==> src/hdl/zk_defs.svh <==
`ifndef ZK_DEFS_SVH
`define ZK_DEFS_SVH

// operand and result width of the unit.
`define ZK_XLEN 32

// width of the opcode field seen by the ALU decoder.
`define ZK_OP_W 7

// lane widths used by the permutation logic.
`define ZK_BYTE_W 8
`define ZK_NIB_W 4

`endif

==> src/hdl/zk_pkg.sv <==
`default_nettype none

`include "zk_defs.svh"

package zk_pkg;

	// opcode numbers follow the core's ALU operator encoding.
	typedef enum logic [`ZK_OP_W-1:0] {
		ZK_OP_RORI        = 7'd62,
		ZK_OP_BREV8       = 7'd63,
		ZK_OP_REV8        = 7'd64,
		ZK_OP_ZIP         = 7'd65,
		ZK_OP_UNZIP       = 7'd66,
		ZK_OP_ROR         = 7'd67,
		ZK_OP_ROL         = 7'd68,
		ZK_OP_ANDN        = 7'd69,
		ZK_OP_ORN         = 7'd70,
		ZK_OP_XNOR        = 7'd71,
		ZK_OP_PACK        = 7'd72,
		ZK_OP_PACKH       = 7'd73,
		ZK_OP_XPERM8      = 7'd76,
		ZK_OP_XPERM4      = 7'd77,
		ZK_OP_SHA256_SUM0 = 7'd78,
		ZK_OP_SHA256_SUM1 = 7'd79,
		ZK_OP_SHA256_SIG0 = 7'd80,
		ZK_OP_SHA256_SIG1 = 7'd81,
		ZK_OP_SM3_P0      = 7'd112,
		ZK_OP_SM3_P1      = 7'd113
	} zk_op_e;

	typedef enum logic [1:0] {
		ZK_GRP_NONE,
		ZK_GRP_LOGIC,
		ZK_GRP_PERM,
		ZK_GRP_HASH
	} zk_grp_e;

endpackage

`default_nettype wire

==> src/hdl/zk_rotate_logic.sv <==
`timescale 1ns/1ps
`default_nettype none

`include "zk_defs.svh"

module zk_rotate_logic (
	input wire zk_pkg::zk_op_e operator_i,
	input wire [`ZK_XLEN-1:0] operand_a_i,
	input wire [`ZK_XLEN-1:0] operand_b_i,
	output logic [`ZK_XLEN-1:0] result_o
);

	localparam int SHW = $clog2(`ZK_XLEN);

	// logarithmic barrel rotator, one stage per bit of the amount.
	function automatic logic [`ZK_XLEN-1:0] barrel_rot(
		input logic [`ZK_XLEN-1:0] x,
		input logic [SHW-1:0] amt,
		input logic left
	);
		logic [`ZK_XLEN-1:0] stage;
		int sh;
		stage = x;
		for (int k = 0; k < SHW; k++)
		begin
			sh = 1 << k;
			if (amt[k])
			begin
				if (left)
					stage = (stage << sh) | (stage >> (`ZK_XLEN - sh));
				else
					stage = (stage >> sh) | (stage << (`ZK_XLEN - sh));
			end
		end
		return stage;
	endfunction

	logic [SHW-1:0] shamt;
	logic [`ZK_XLEN-1:0] wror;
	logic [`ZK_XLEN-1:0] wrol;
	logic [`ZK_XLEN-1:0] b_inv;

	assign shamt = operand_b_i[SHW-1:0];
	assign wror = barrel_rot(operand_a_i, shamt, 1'b0);
	assign wrol = barrel_rot(operand_a_i, shamt, 1'b1);
	assign b_inv = ~operand_b_i;

	always_comb
	begin
		case (operator_i)
			zk_pkg::ZK_OP_ROR,
			zk_pkg::ZK_OP_RORI: result_o = wror; // rori carries its immediate in operand b.
			zk_pkg::ZK_OP_ROL:  result_o = wrol;
			zk_pkg::ZK_OP_ANDN: result_o = operand_a_i & b_inv;
			zk_pkg::ZK_OP_ORN:  result_o = operand_a_i | b_inv;
			zk_pkg::ZK_OP_XNOR: result_o = operand_a_i ^ b_inv;
			default:            result_o = '0;
		endcase
	end

endmodule

`default_nettype wire

==> src/hdl/zk_permute.sv <==
`timescale 1ns/1ps
`default_nettype none

`include "zk_defs.svh"

module zk_permute (
	input wire zk_pkg::zk_op_e operator_i,
	input wire [`ZK_XLEN-1:0] operand_a_i,
	input wire [`ZK_XLEN-1:0] operand_b_i,
	output logic [`ZK_XLEN-1:0] result_o
);

	localparam int HALF = `ZK_XLEN / 2;
	localparam int NBYTES = `ZK_XLEN / `ZK_BYTE_W;
	localparam int NNIBS = `ZK_XLEN / `ZK_NIB_W;

	function automatic logic [`ZK_XLEN-1:0] brev8(input logic [`ZK_XLEN-1:0] x);
		logic [`ZK_XLEN-1:0] r;
		for (int i = 0; i < NBYTES; i++)
			for (int j = 0; j < `ZK_BYTE_W; j++)
				r[i*`ZK_BYTE_W + j] = x[i*`ZK_BYTE_W + (`ZK_BYTE_W - 1 - j)];
		return r;
	endfunction

	function automatic logic [`ZK_XLEN-1:0] rev8(input logic [`ZK_XLEN-1:0] x);
		logic [`ZK_XLEN-1:0] r;
		for (int i = 0; i < NBYTES; i++)
			r[i*`ZK_BYTE_W +: `ZK_BYTE_W] = x[(NBYTES - 1 - i)*`ZK_BYTE_W +: `ZK_BYTE_W];
		return r;
	endfunction

	// lower-half bits go to the even positions.
	function automatic logic [`ZK_XLEN-1:0] zip(input logic [`ZK_XLEN-1:0] x);
		logic [`ZK_XLEN-1:0] r;
		for (int i = 0; i < HALF; i++)
		begin
			r[2*i] = x[i];
			r[2*i + 1] = x[i + HALF];
		end
		return r;
	endfunction

	function automatic logic [`ZK_XLEN-1:0] unzip(input logic [`ZK_XLEN-1:0] x);
		logic [`ZK_XLEN-1:0] r;
		for (int i = 0; i < HALF; i++)
		begin
			r[i] = x[2*i];
			r[i + HALF] = x[2*i + 1];
		end
		return r;
	endfunction

	function automatic logic [`ZK_XLEN-1:0] xperm4(
		input logic [`ZK_XLEN-1:0] tbl,
		input logic [`ZK_XLEN-1:0] idx
	);
		logic [`ZK_XLEN-1:0] r;
		logic [`ZK_NIB_W-1:0] sel;
		r = '0;
		for (int i = 0; i < NNIBS; i++)
		begin
			sel = idx[i*`ZK_NIB_W +: `ZK_NIB_W];
			if (sel < NNIBS) // indices past the table read as zero.
				r[i*`ZK_NIB_W +: `ZK_NIB_W] = tbl[sel*`ZK_NIB_W +: `ZK_NIB_W];
		end
		return r;
	endfunction

	function automatic logic [`ZK_XLEN-1:0] xperm8(
		input logic [`ZK_XLEN-1:0] tbl,
		input logic [`ZK_XLEN-1:0] idx
	);
		logic [`ZK_XLEN-1:0] r;
		logic [`ZK_BYTE_W-1:0] sel;
		r = '0;
		for (int i = 0; i < NBYTES; i++)
		begin
			sel = idx[i*`ZK_BYTE_W +: `ZK_BYTE_W];
			if (sel < NBYTES)
				r[i*`ZK_BYTE_W +: `ZK_BYTE_W] = tbl[sel*`ZK_BYTE_W +: `ZK_BYTE_W];
		end
		return r;
	endfunction

	always_comb
	begin
		case (operator_i)
			zk_pkg::ZK_OP_PACK:   result_o = {operand_b_i[HALF-1:0], operand_a_i[HALF-1:0]};
			zk_pkg::ZK_OP_PACKH:  result_o = {{(`ZK_XLEN - 2*`ZK_BYTE_W){1'b0}},
				operand_b_i[`ZK_BYTE_W-1:0], operand_a_i[`ZK_BYTE_W-1:0]};
			zk_pkg::ZK_OP_BREV8:  result_o = brev8(operand_a_i);
			zk_pkg::ZK_OP_REV8:   result_o = rev8(operand_a_i);
			zk_pkg::ZK_OP_ZIP:    result_o = zip(operand_a_i);
			zk_pkg::ZK_OP_UNZIP:  result_o = unzip(operand_a_i);
			zk_pkg::ZK_OP_XPERM4: result_o = xperm4(operand_a_i, operand_b_i);
			zk_pkg::ZK_OP_XPERM8: result_o = xperm8(operand_a_i, operand_b_i);
			default:              result_o = '0;
		endcase
	end

endmodule

`default_nettype wire

==> src/hdl/zk_hash_sigma.sv <==
`timescale 1ns/1ps
`default_nettype none

`include "zk_defs.svh"

module zk_hash_sigma (
	input wire zk_pkg::zk_op_e operator_i,
	input wire [`ZK_XLEN-1:0] operand_a_i,
	input wire [`ZK_XLEN-1:0] operand_b_i,
	output logic [`ZK_XLEN-1:0] result_o
);

	// rotate right by a constant distance.
	function automatic logic [`ZK_XLEN-1:0] rotr(input logic [`ZK_XLEN-1:0] x, input int n);
		return (x >> n) | (x << (`ZK_XLEN - n));
	endfunction

	logic [`ZK_XLEN-1:0] a;
	logic unused_b;

	assign a = operand_a_i;
	assign unused_b = ^operand_b_i; // all hash functions here are unary.

	always_comb
	begin
		case (operator_i)
			zk_pkg::ZK_OP_SHA256_SUM0: result_o = rotr(a, 2) ^ rotr(a, 13) ^ rotr(a, 22);
			zk_pkg::ZK_OP_SHA256_SUM1: result_o = rotr(a, 6) ^ rotr(a, 11) ^ rotr(a, 25);
			zk_pkg::ZK_OP_SHA256_SIG0: result_o = rotr(a, 7) ^ rotr(a, 18) ^ (a >> 3);
			zk_pkg::ZK_OP_SHA256_SIG1: result_o = rotr(a, 17) ^ rotr(a, 19) ^ (a >> 10);
			// sm3 left rotations are written as the matching right rotations.
			zk_pkg::ZK_OP_SM3_P0:      result_o = a ^ rotr(a, `ZK_XLEN - 9) ^ rotr(a, `ZK_XLEN - 17);
			zk_pkg::ZK_OP_SM3_P1:      result_o = a ^ rotr(a, `ZK_XLEN - 15) ^ rotr(a, `ZK_XLEN - 23);
			default:                   result_o = '0;
		endcase
	end

endmodule

`default_nettype wire

==> src/hdl/zk_issue_ctrl.sv <==
`timescale 1ns/1ps
`default_nettype none

`include "zk_defs.svh"

module zk_issue_ctrl (
	input wire clk_i,
	input wire rst_i,
	input wire valid_i,
	input wire zk_pkg::zk_op_e operator_i,
	input wire [`ZK_XLEN-1:0] logic_res_i,
	input wire [`ZK_XLEN-1:0] perm_res_i,
	input wire [`ZK_XLEN-1:0] hash_res_i,
	output logic [`ZK_XLEN-1:0] result_o,
	output logic zk_val_o
);

	zk_pkg::zk_grp_e grp;
	logic [`ZK_XLEN-1:0] sel_res;
	logic legal;

	always_comb
	begin
		case (operator_i)
			zk_pkg::ZK_OP_ROR,
			zk_pkg::ZK_OP_ROL,
			zk_pkg::ZK_OP_RORI,
			zk_pkg::ZK_OP_ANDN,
			zk_pkg::ZK_OP_ORN,
			zk_pkg::ZK_OP_XNOR:        grp = zk_pkg::ZK_GRP_LOGIC;
			zk_pkg::ZK_OP_PACK,
			zk_pkg::ZK_OP_PACKH,
			zk_pkg::ZK_OP_BREV8,
			zk_pkg::ZK_OP_REV8,
			zk_pkg::ZK_OP_ZIP,
			zk_pkg::ZK_OP_UNZIP,
			zk_pkg::ZK_OP_XPERM4,
			zk_pkg::ZK_OP_XPERM8:      grp = zk_pkg::ZK_GRP_PERM;
			zk_pkg::ZK_OP_SHA256_SUM0,
			zk_pkg::ZK_OP_SHA256_SUM1,
			zk_pkg::ZK_OP_SHA256_SIG0,
			zk_pkg::ZK_OP_SHA256_SIG1,
			zk_pkg::ZK_OP_SM3_P0,
			zk_pkg::ZK_OP_SM3_P1:      grp = zk_pkg::ZK_GRP_HASH;
			default:                   grp = zk_pkg::ZK_GRP_NONE; // aes, sha512, sm4 and clmul land here.
		endcase
	end

	assign legal = (grp != zk_pkg::ZK_GRP_NONE);

	always_comb
	begin
		case (grp)
			zk_pkg::ZK_GRP_LOGIC: sel_res = logic_res_i;
			zk_pkg::ZK_GRP_PERM:  sel_res = perm_res_i;
			zk_pkg::ZK_GRP_HASH:  sel_res = hash_res_i;
			default:              sel_res = '0;
		endcase
	end

	// the single pipeline stage; outputs are overwritten every cycle.
	always_ff @(posedge clk_i)
	begin
		if (rst_i)
		begin
			result_o <= '0;
			zk_val_o <= 1'b0;
		end
		else
		begin
			result_o <= valid_i ? sel_res : '0; // idle cycles present a zero result.
			zk_val_o <= valid_i && legal;
		end
	end

endmodule

`default_nettype wire

==> src/hdl/zk_unit.sv <==
`timescale 1ns/1ps
`default_nettype none

`include "zk_defs.svh"

module zk_unit (
	input wire clk_i,
	input wire rst_i,
	input wire valid_i,
	input wire zk_pkg::zk_op_e operator_i,
	input wire [`ZK_XLEN-1:0] operand_a_i,
	input wire [`ZK_XLEN-1:0] operand_b_i,
	output logic [`ZK_XLEN-1:0] result_o,
	output logic zk_val_o
);

	logic [`ZK_XLEN-1:0] logic_res;
	logic [`ZK_XLEN-1:0] perm_res;
	logic [`ZK_XLEN-1:0] hash_res;

	zk_rotate_logic u_rotate_logic (
		.operator_i  (operator_i),
		.operand_a_i (operand_a_i),
		.operand_b_i (operand_b_i),
		.result_o    (logic_res)
	);

	zk_permute u_permute (
		.operator_i  (operator_i),
		.operand_a_i (operand_a_i),
		.operand_b_i (operand_b_i),
		.result_o    (perm_res)
	);

	zk_hash_sigma u_hash_sigma (
		.operator_i  (operator_i),
		.operand_a_i (operand_a_i),
		.operand_b_i (operand_b_i),
		.result_o    (hash_res)
	);

	zk_issue_ctrl u_issue_ctrl (
		.clk_i       (clk_i),
		.rst_i       (rst_i),
		.valid_i     (valid_i),
		.operator_i  (operator_i),
		.logic_res_i (logic_res),
		.perm_res_i  (perm_res),
		.hash_res_i  (hash_res),
		.result_o    (result_o),
		.zk_val_o    (zk_val_o)
	);

endmodule

`default_nettype wire

==> config.mk <==
export PLATFORM = sky130hd
export DESIGN_NAME = zk_unit
export DESIGN_NICKNAME = d
export VERILOG_FILES = /design/src/hdl/zk_pkg.sv /design/src/hdl/zk_rotate_logic.sv /design/src/hdl/zk_permute.sv /design/src/hdl/zk_hash_sigma.sv /design/src/hdl/zk_issue_ctrl.sv /design/src/hdl/zk_unit.sv
export VERILOG_INCLUDE_DIRS = /design/src /design/src/hdl
export SDC_FILE = /design/constraint.sdc
export NUM_CORES = 1
export LEC_CHECK = 0
export BUFFER_PORTS_ARGS = -buffer_cell sky130_fd_sc_hd__buf_4
export CAP_MARGIN = 20
export CELL_PAD_IN_SITES_DETAIL_PLACEMENT = 2
export CELL_PAD_IN_SITES_GLOBAL_PLACEMENT = 2
export CORE_ASPECT_RATIO = 1.1
export CORE_UTILIZATION = 35
export CTS_BUF_LIST = sky130_fd_sc_hd__clkbuf_8
export DETAILED_ROUTE_END_ITERATION = 10
export GPL_ROUTABILITY_DRIVEN = 0
export PLACE_DENSITY = 0.71
export SLEW_MARGIN = 20
export SYNTH_ARGS = -nofsm -noshare
export SYNTH_HDL_FRONTEND = slang
export SYNTH_HIERARCHICAL = 1
export SYNTH_SLANG_ARGS = --single-unit
==> constraint.sdc <==
create_clock -name clk_i -period 5.75 [get_ports clk_i]
set_input_delay 1.15 -clock clk_i [delete_from_list [all_inputs] [get_ports clk_i]]
set_output_delay 1.15 -clock clk_i [all_outputs]
set_load 0.02 [all_outputs]
=== Word-level counts from Yosys, hierarchy flattened ===
Index checks and enable logic that the tools add are counted.

* Bits in registers: 33
* Bits of input ports: 74
* Output and inout bits: 33

* Magnitude comparators: 12
* Equal/unequal tests: 23
* Shift operators: 12
* Muxes and demuxes: 27
* Bitwise gates (word level): 40
* Reductions and logical operators: 7

{| class="wikitable"
|+ Operators by type and width
! operator !! number
|-
| $xor 32x32->32 || 11
|-
| $mux 32 || 10
|-
| $pmux 32 s8 || 1
|-
| $shiftx 32x7->4 || 8
|-
| $pmux 32 s6 || 1
|-
| $pmux 32 s5 || 1
|-
| $shiftx 32x12->8 || 4
|-
| $eq 7x7->1 const B || 18
|-
| $pmux 32 s3 || 1
|-
| $or 30x32->32 || 2
|-
| $and 32x32->32 || 1
|-
| $lt 4x4->1 const B || 8
|-
| $lt 8x3->1 const B || 4
|-
| $mux 4 || 8
|-
| $mux 8 || 4
|-
| $not 32->32 || 1
|-
| $or 10x32->32 || 1
|-
| $or 13x32->32 || 1
|-
| $or 14x32->32 || 1
|-
| $or 15x32->32 || 1
|-
| $or 16x32->32 || 1
|-
| $or 17x32->32 || 1
|-
| $or 19x32->32 || 1
|-
| $or 21x32->32 || 1
|-
| other kinds (26) || 30
|}

=== Depth between registers and ports, before layout ===
* Depth after elaboration: 12
* Gate-level depth with buffers: 13
* Depth with buffers taken out: 10

=== Hierarchy ===
Netlist, hierarchy kept.

{| class="wikitable"
|+ Modules (own cells, without submodules)
! module !! times used !! cells an instance !! area an instance (um2) !! seq. area each (um2)
|-
| zk_rotate_logic || 1 || 877 || 7,298.2 || 0.0
|-
| zk_hash_sigma || 1 || 542 || 4,865.9 || 0.0
|-
| zk_permute || 1 || 452 || 4,564.4 || 0.0
|-
| zk_issue_ctrl || 1 || 173 || 1,627.8 || 660.6
|}

=== Worst setup path after synthesis ===
Ideal clock, no wire load.

* Kind: input to register
* Start: in operand_b_i[1]
* End: reg u_issue_ctrl.result_o[16]
* Setup time: 0.122 ns
* Data arrival time: 3.034 ns
* Setup slack: 2.594 ns
* Cell stages on the path: 9
* Path buffers: 2
* Cell sequence: buf_2 buf_2 mux4_2 mux2_2 mux2i_1 o22ai_1 a2111o_1 nand2_1 o22ai_1

* Cells in the longest elaborated chain, start to end: 9
* Elaborated cells between the ends (all ways): 16
* Those cells by class: mux: 10; bitwise: 6

{| class="wikitable"
|+ RTL lines
! item !! line !! text
|-
| from (decl) || zk_unit.sv:12 || <nowiki>input wire [`ZK_XLEN-1:0] operand_b_i,</nowiki>
|-
| $mux 32 || zk_rotate_logic.sv:27 || <nowiki>if (amt[k])</nowiki>
|-
| $or 32x4->32 or $or 28x32->32 (tied branches) || zk_rotate_logic.sv:30, zk_rotate_logic.sv:32 ||
|-
| $mux 32 || zk_rotate_logic.sv:27 ||
|-
| $or 32x8->32 or $or 24x32->32 (tied branches) || zk_rotate_logic.sv:30, zk_rotate_logic.sv:32 ||
|-
| $mux 32 || zk_rotate_logic.sv:27 ||
|-
| $or 32x16->32 or $or 16x32->32 (tied branches) || zk_rotate_logic.sv:30, zk_rotate_logic.sv:32 ||
|-
| $mux 32 || zk_rotate_logic.sv:27 ||
|-
| $pmux 32 s5 * || zk_rotate_logic.sv:50 || <nowiki>case (operator_i)</nowiki>
|-
| net logic_res[16] || zk_unit.sv:17 || <nowiki>logic [`ZK_XLEN-1:0] logic_res;</nowiki>
|-
| $pmux 32 s3 * || zk_issue_ctrl.sv:53 || <nowiki>case (grp)</nowiki>
|-
| to (signal assigned) || zk_issue_ctrl.sv:71 || <nowiki>result_o <= valid_i ? sel_res : '0;</nowiki>
|-
| to (decl) || zk_issue_ctrl.sv:14 || <nowiki>output logic [`ZK_XLEN-1:0] result_o,</nowiki>
|}

Mark *: on every way through the listed nets, which the timed path passes. The rest lies on a longest branch.
A chain may end at the register's enable or synchronous reset.

=== Worst setup path after layout ===
* Start: in operand_b_i[3]
* End: reg u_issue_ctrl.result_o[5]

* Cells in the longest elaborated chain, start to end: 5
* Elaborated cells between the ends (all ways): 12
* Those cells by class: order compare: 1; shift: 1; mux: 8; bitwise: 2

{| class="wikitable"
|+ RTL lines
! item !! line
|-
| $mux 32 || zk_rotate_logic.sv:27
|-
| $or 32x16->32 or $or 16x32->32 (tied branches) || zk_rotate_logic.sv:30, zk_rotate_logic.sv:32
|-
| $mux 32 || zk_rotate_logic.sv:27
|-
| $pmux 32 s5 * || zk_rotate_logic.sv:50
|-
| net logic_res[5] || zk_unit.sv:17
|-
| $pmux 32 s3 * || zk_issue_ctrl.sv:53
|}

Marked as above.

==> run_results.csv <==
group,metric,value,unit
power,power_density,111,nW/um^2
detailed_routing,first_pass_iters,6,
sta,maxSlewViolCount,0,
die,rows,87,
critical_path,path_buf_inv,2,
critical_path,crit_chain,"buf_4 > buf_12 > mux4_2 > mux2_2 > a221oi_1 > o211ai_1 > nand2_1 > o22ai_1",
critical_path,crit_slowest_cell,"a221oi_1",
grt,antenna_found_initial,8,
yosys,synth_top_area_frac,0.217,
clock_network,post_cts_resized,0,
sta,max_slew.worst_pin.slew,1.09,ns
grt,grt_pass1_wl,152000,um
clock_network,cts.root.buffer_cell,"clkbuf_8",
layout,final_cells,2592,
power,p_leak,0.00753,uW
yosys,synth_edf_count,0,
power,irDropWorstVdd,0.000117,V
min_path,whs_path_depth,3,
die,ioPinCount,107,
critical_path,worstPathMaxFanout,48,
layout,area_growth,4.46,%
clock_network,cts.reportedPaths.clkPinSlew,0.08,ns
detailed_routing,postRouteAntennaNets,0,
placement,numPortBuffers,106,
placement,place_area,19100,um^2
sta,fin_tns_setup,0,ns
layout,final_area,19200,um^2
sta,timing.final.crit_share,0.749,
die,dieArea,53400,um^2
yosys,async_flop_share,0,
clock_network,cts_tree,"yes",
yosys,yosysSeqAreaShare,0.0360,
sta,rsz0062_at_grt,"false",
run_status,status,"finished clean",
yosys,netlist_instances,2044,
yosys,synth_nets,2182,
clock_network,clk_path_buf_depth,2,
die,die_y,242,um
detailed_routing,via_per_inst,7.63,
yosys,synthDistinctLibCells,87,
layout,post-route-util,0.372,
detailed_routing,wirelength,106000,um
yosys,yosysMostFrequentCell,"mux2i_1",
run,drv_cap,0,
clock_network,cts.sinks,33,
detailed_routing,wl_per_cell,41.0,um
yosys,ys.flop_type,"dfxtp_1",
grt,overflow,0,
yosys,ys_warn_count,6,
clock_network,cts_buffers,5,
yosys,netlist_top_cells_area,"mux4_2, mux2i_1, xnor2_1",
yosys,synth_top_cell_by_area,"mux4_2",
detailed_routing,dr_total_vias,19778,
die,die_w,220,um
grt,gr-usage-all-layers,0.394,
sta,fmax,232,MHz
critical_path,slowest_delay,0.93,ns
yosys,syn_area,18400,um^2
sta,finalSetupViolations,0,
layout,n_fill_cell,5711,
layout,multi_input_area,16000,um^2
sta,finalHoldViolations,0,
sta,whs,1.22,ns
min_path,worstHoldPathType,"input port to flip-flop",
detailed_routing,drc,0,
clock_network,postCtsSetupBuffers,0,
layout,drive_gt1_frac,0.225,
layout,nNetsFinal,2059,
critical_path,critPathLaunchType,"input port",
critical_path,worstPathRequired,5.92,ns
grt,grt_max_degree,103,
detailed_routing,drtIter0Drc,2744,
sta,fin_crit,4.30,ns
sta,max_slew_margin,0.273,
yosys,avgSynthCellArea,8.98,um^2
placement,hpwl,67400,um
die,initial_core_util,0.357,
yosys,synth_seq_cells,33,
critical_path,end_kind,"flip-flop",
clock_network,htreeDepth,2,
placement,dp.cells,2581,
layout,regArea,661,um^2
critical_path,crit_cells,8,
yosys,synth_common_cells,"mux2i_1, mux4_2, nand2_1, xnor2_1, clkbuf_1",
critical_path,arrival,4.48,ns
die,coreArea,51500,um^2
critical_path,path_class,"input port to flip-flop",
critical_path,critical_path.top_delay_family,"compound AO/OA/AOI/OAI gates",
grt,grt_pass1_vias,20401,
clock_network,postCtsHoldBufs,0,
-- cells in the final DEF (no fill, tap or decap), types with 5 or more instances in the layout --
cell type    n
a211oi_1     6
a21oi_1     20
a221oi_1    12
a222oi_1    11
a22o_1      18
a22oi_1     70
a32o_1       7
a32oi_1     27
and2_1       5
buf_4      161
clkbuf_8     5
dfxtp_1     33
ha_1        64
inv_1       69
mux2_2      53
mux2i_1    189
mux4_1       5
mux4_2     177
nand2_1    175
nand2b_1    44
nand3_1     63
nand4_1     29
nor2_1      62
nor2b_1     15
nor3_1      26
o2111ai_1    5
o211ai_1    61
o21ai_0     36
o221ai_1    10
o22a_1       6
o22ai_1     73
o32a_1       6
o32ai_1     10
or2_2        6
or3_1       27
or4_1        6
xnor2_1    170
xnor3_1     61
xor2_1      14
-- power breakdown --
part           total, uW  switching [uW]  leakage (uW)  internal [uW]
logic               1700            1020       0.00723            680
registers            229           0.515      0.000266            229
clock network        193             108     0.0000364           85.1
total               2120            1130       0.00753            994
-- metal layers --
| layer | vias up | track usage | wire, um |
|---|---|---|---|
| met1 | 10226 | 0.477 | 38600 |
| met2 | 1544 | 0.607 | 48100 |
| met4 | 4 | 0.286 | 9000 |
| met3 | 460 | 0.0899 | 10600 |
| met5 | - | 0 | 27 |
| li1 | 7544 | - | - |
-- path summary, 6_finish.rpt --
path | start | end | slack [ns]
worst max-delay path | operand_b_i[3] | u_issue_ctrl/result_o[5] | 1.45
worst min-delay path | valid_i | u_issue_ctrl/zk_val_o | 1.22
-- stage by stage --
stage | worst slack, ns | total power, uW
3_3_place_gp | 1.30 | 1810
6_report | 1.45 | 2120
4_1_cts | 1.57 | 2050
3_5_place_dp | 1.25 | 1860
5_1_grt | 1.31 | 2170
2_1_floorplan | 2.59 | 1350
-- area by class of cell --
cell class	count	share of cell area
sequential	33	0.0345
antenna	3	0.000391
multi-input combinational	1645	0.837
inverter	72	0.0141
clock inverter	3	0.00117
tap	667	0.0435
clock buffer	5	0.00359
timing repair buffer	164	0.0662
-- cells by family after synthesis --
group                      count (synthesis)  share of synthesized area
buffers and inverters                    366                     0.0920
and+or+nand+nor                          500                      0.138
adders and majority gates                 64                     0.0436
DFF                                       33                     0.0360
xor gates and xnor gates                 245                      0.163
muxes                                    425                      0.361
AOI/OAI and AO/OA                        411                      0.167
-- tightest hold or removal path: cells and delay by family --
kind | cells | cell delay (ns)
buf+inv | 1 | 0.09
simple gates | 2 | 0.24
-- state kept, by name (all words and copies together), names as in the netlist --
register and flops:
u_issue_ctrl/result_o 32, u_issue_ctrl/zk_val_o 1
No activity file was read; power rests on OpenSTA's default activity.
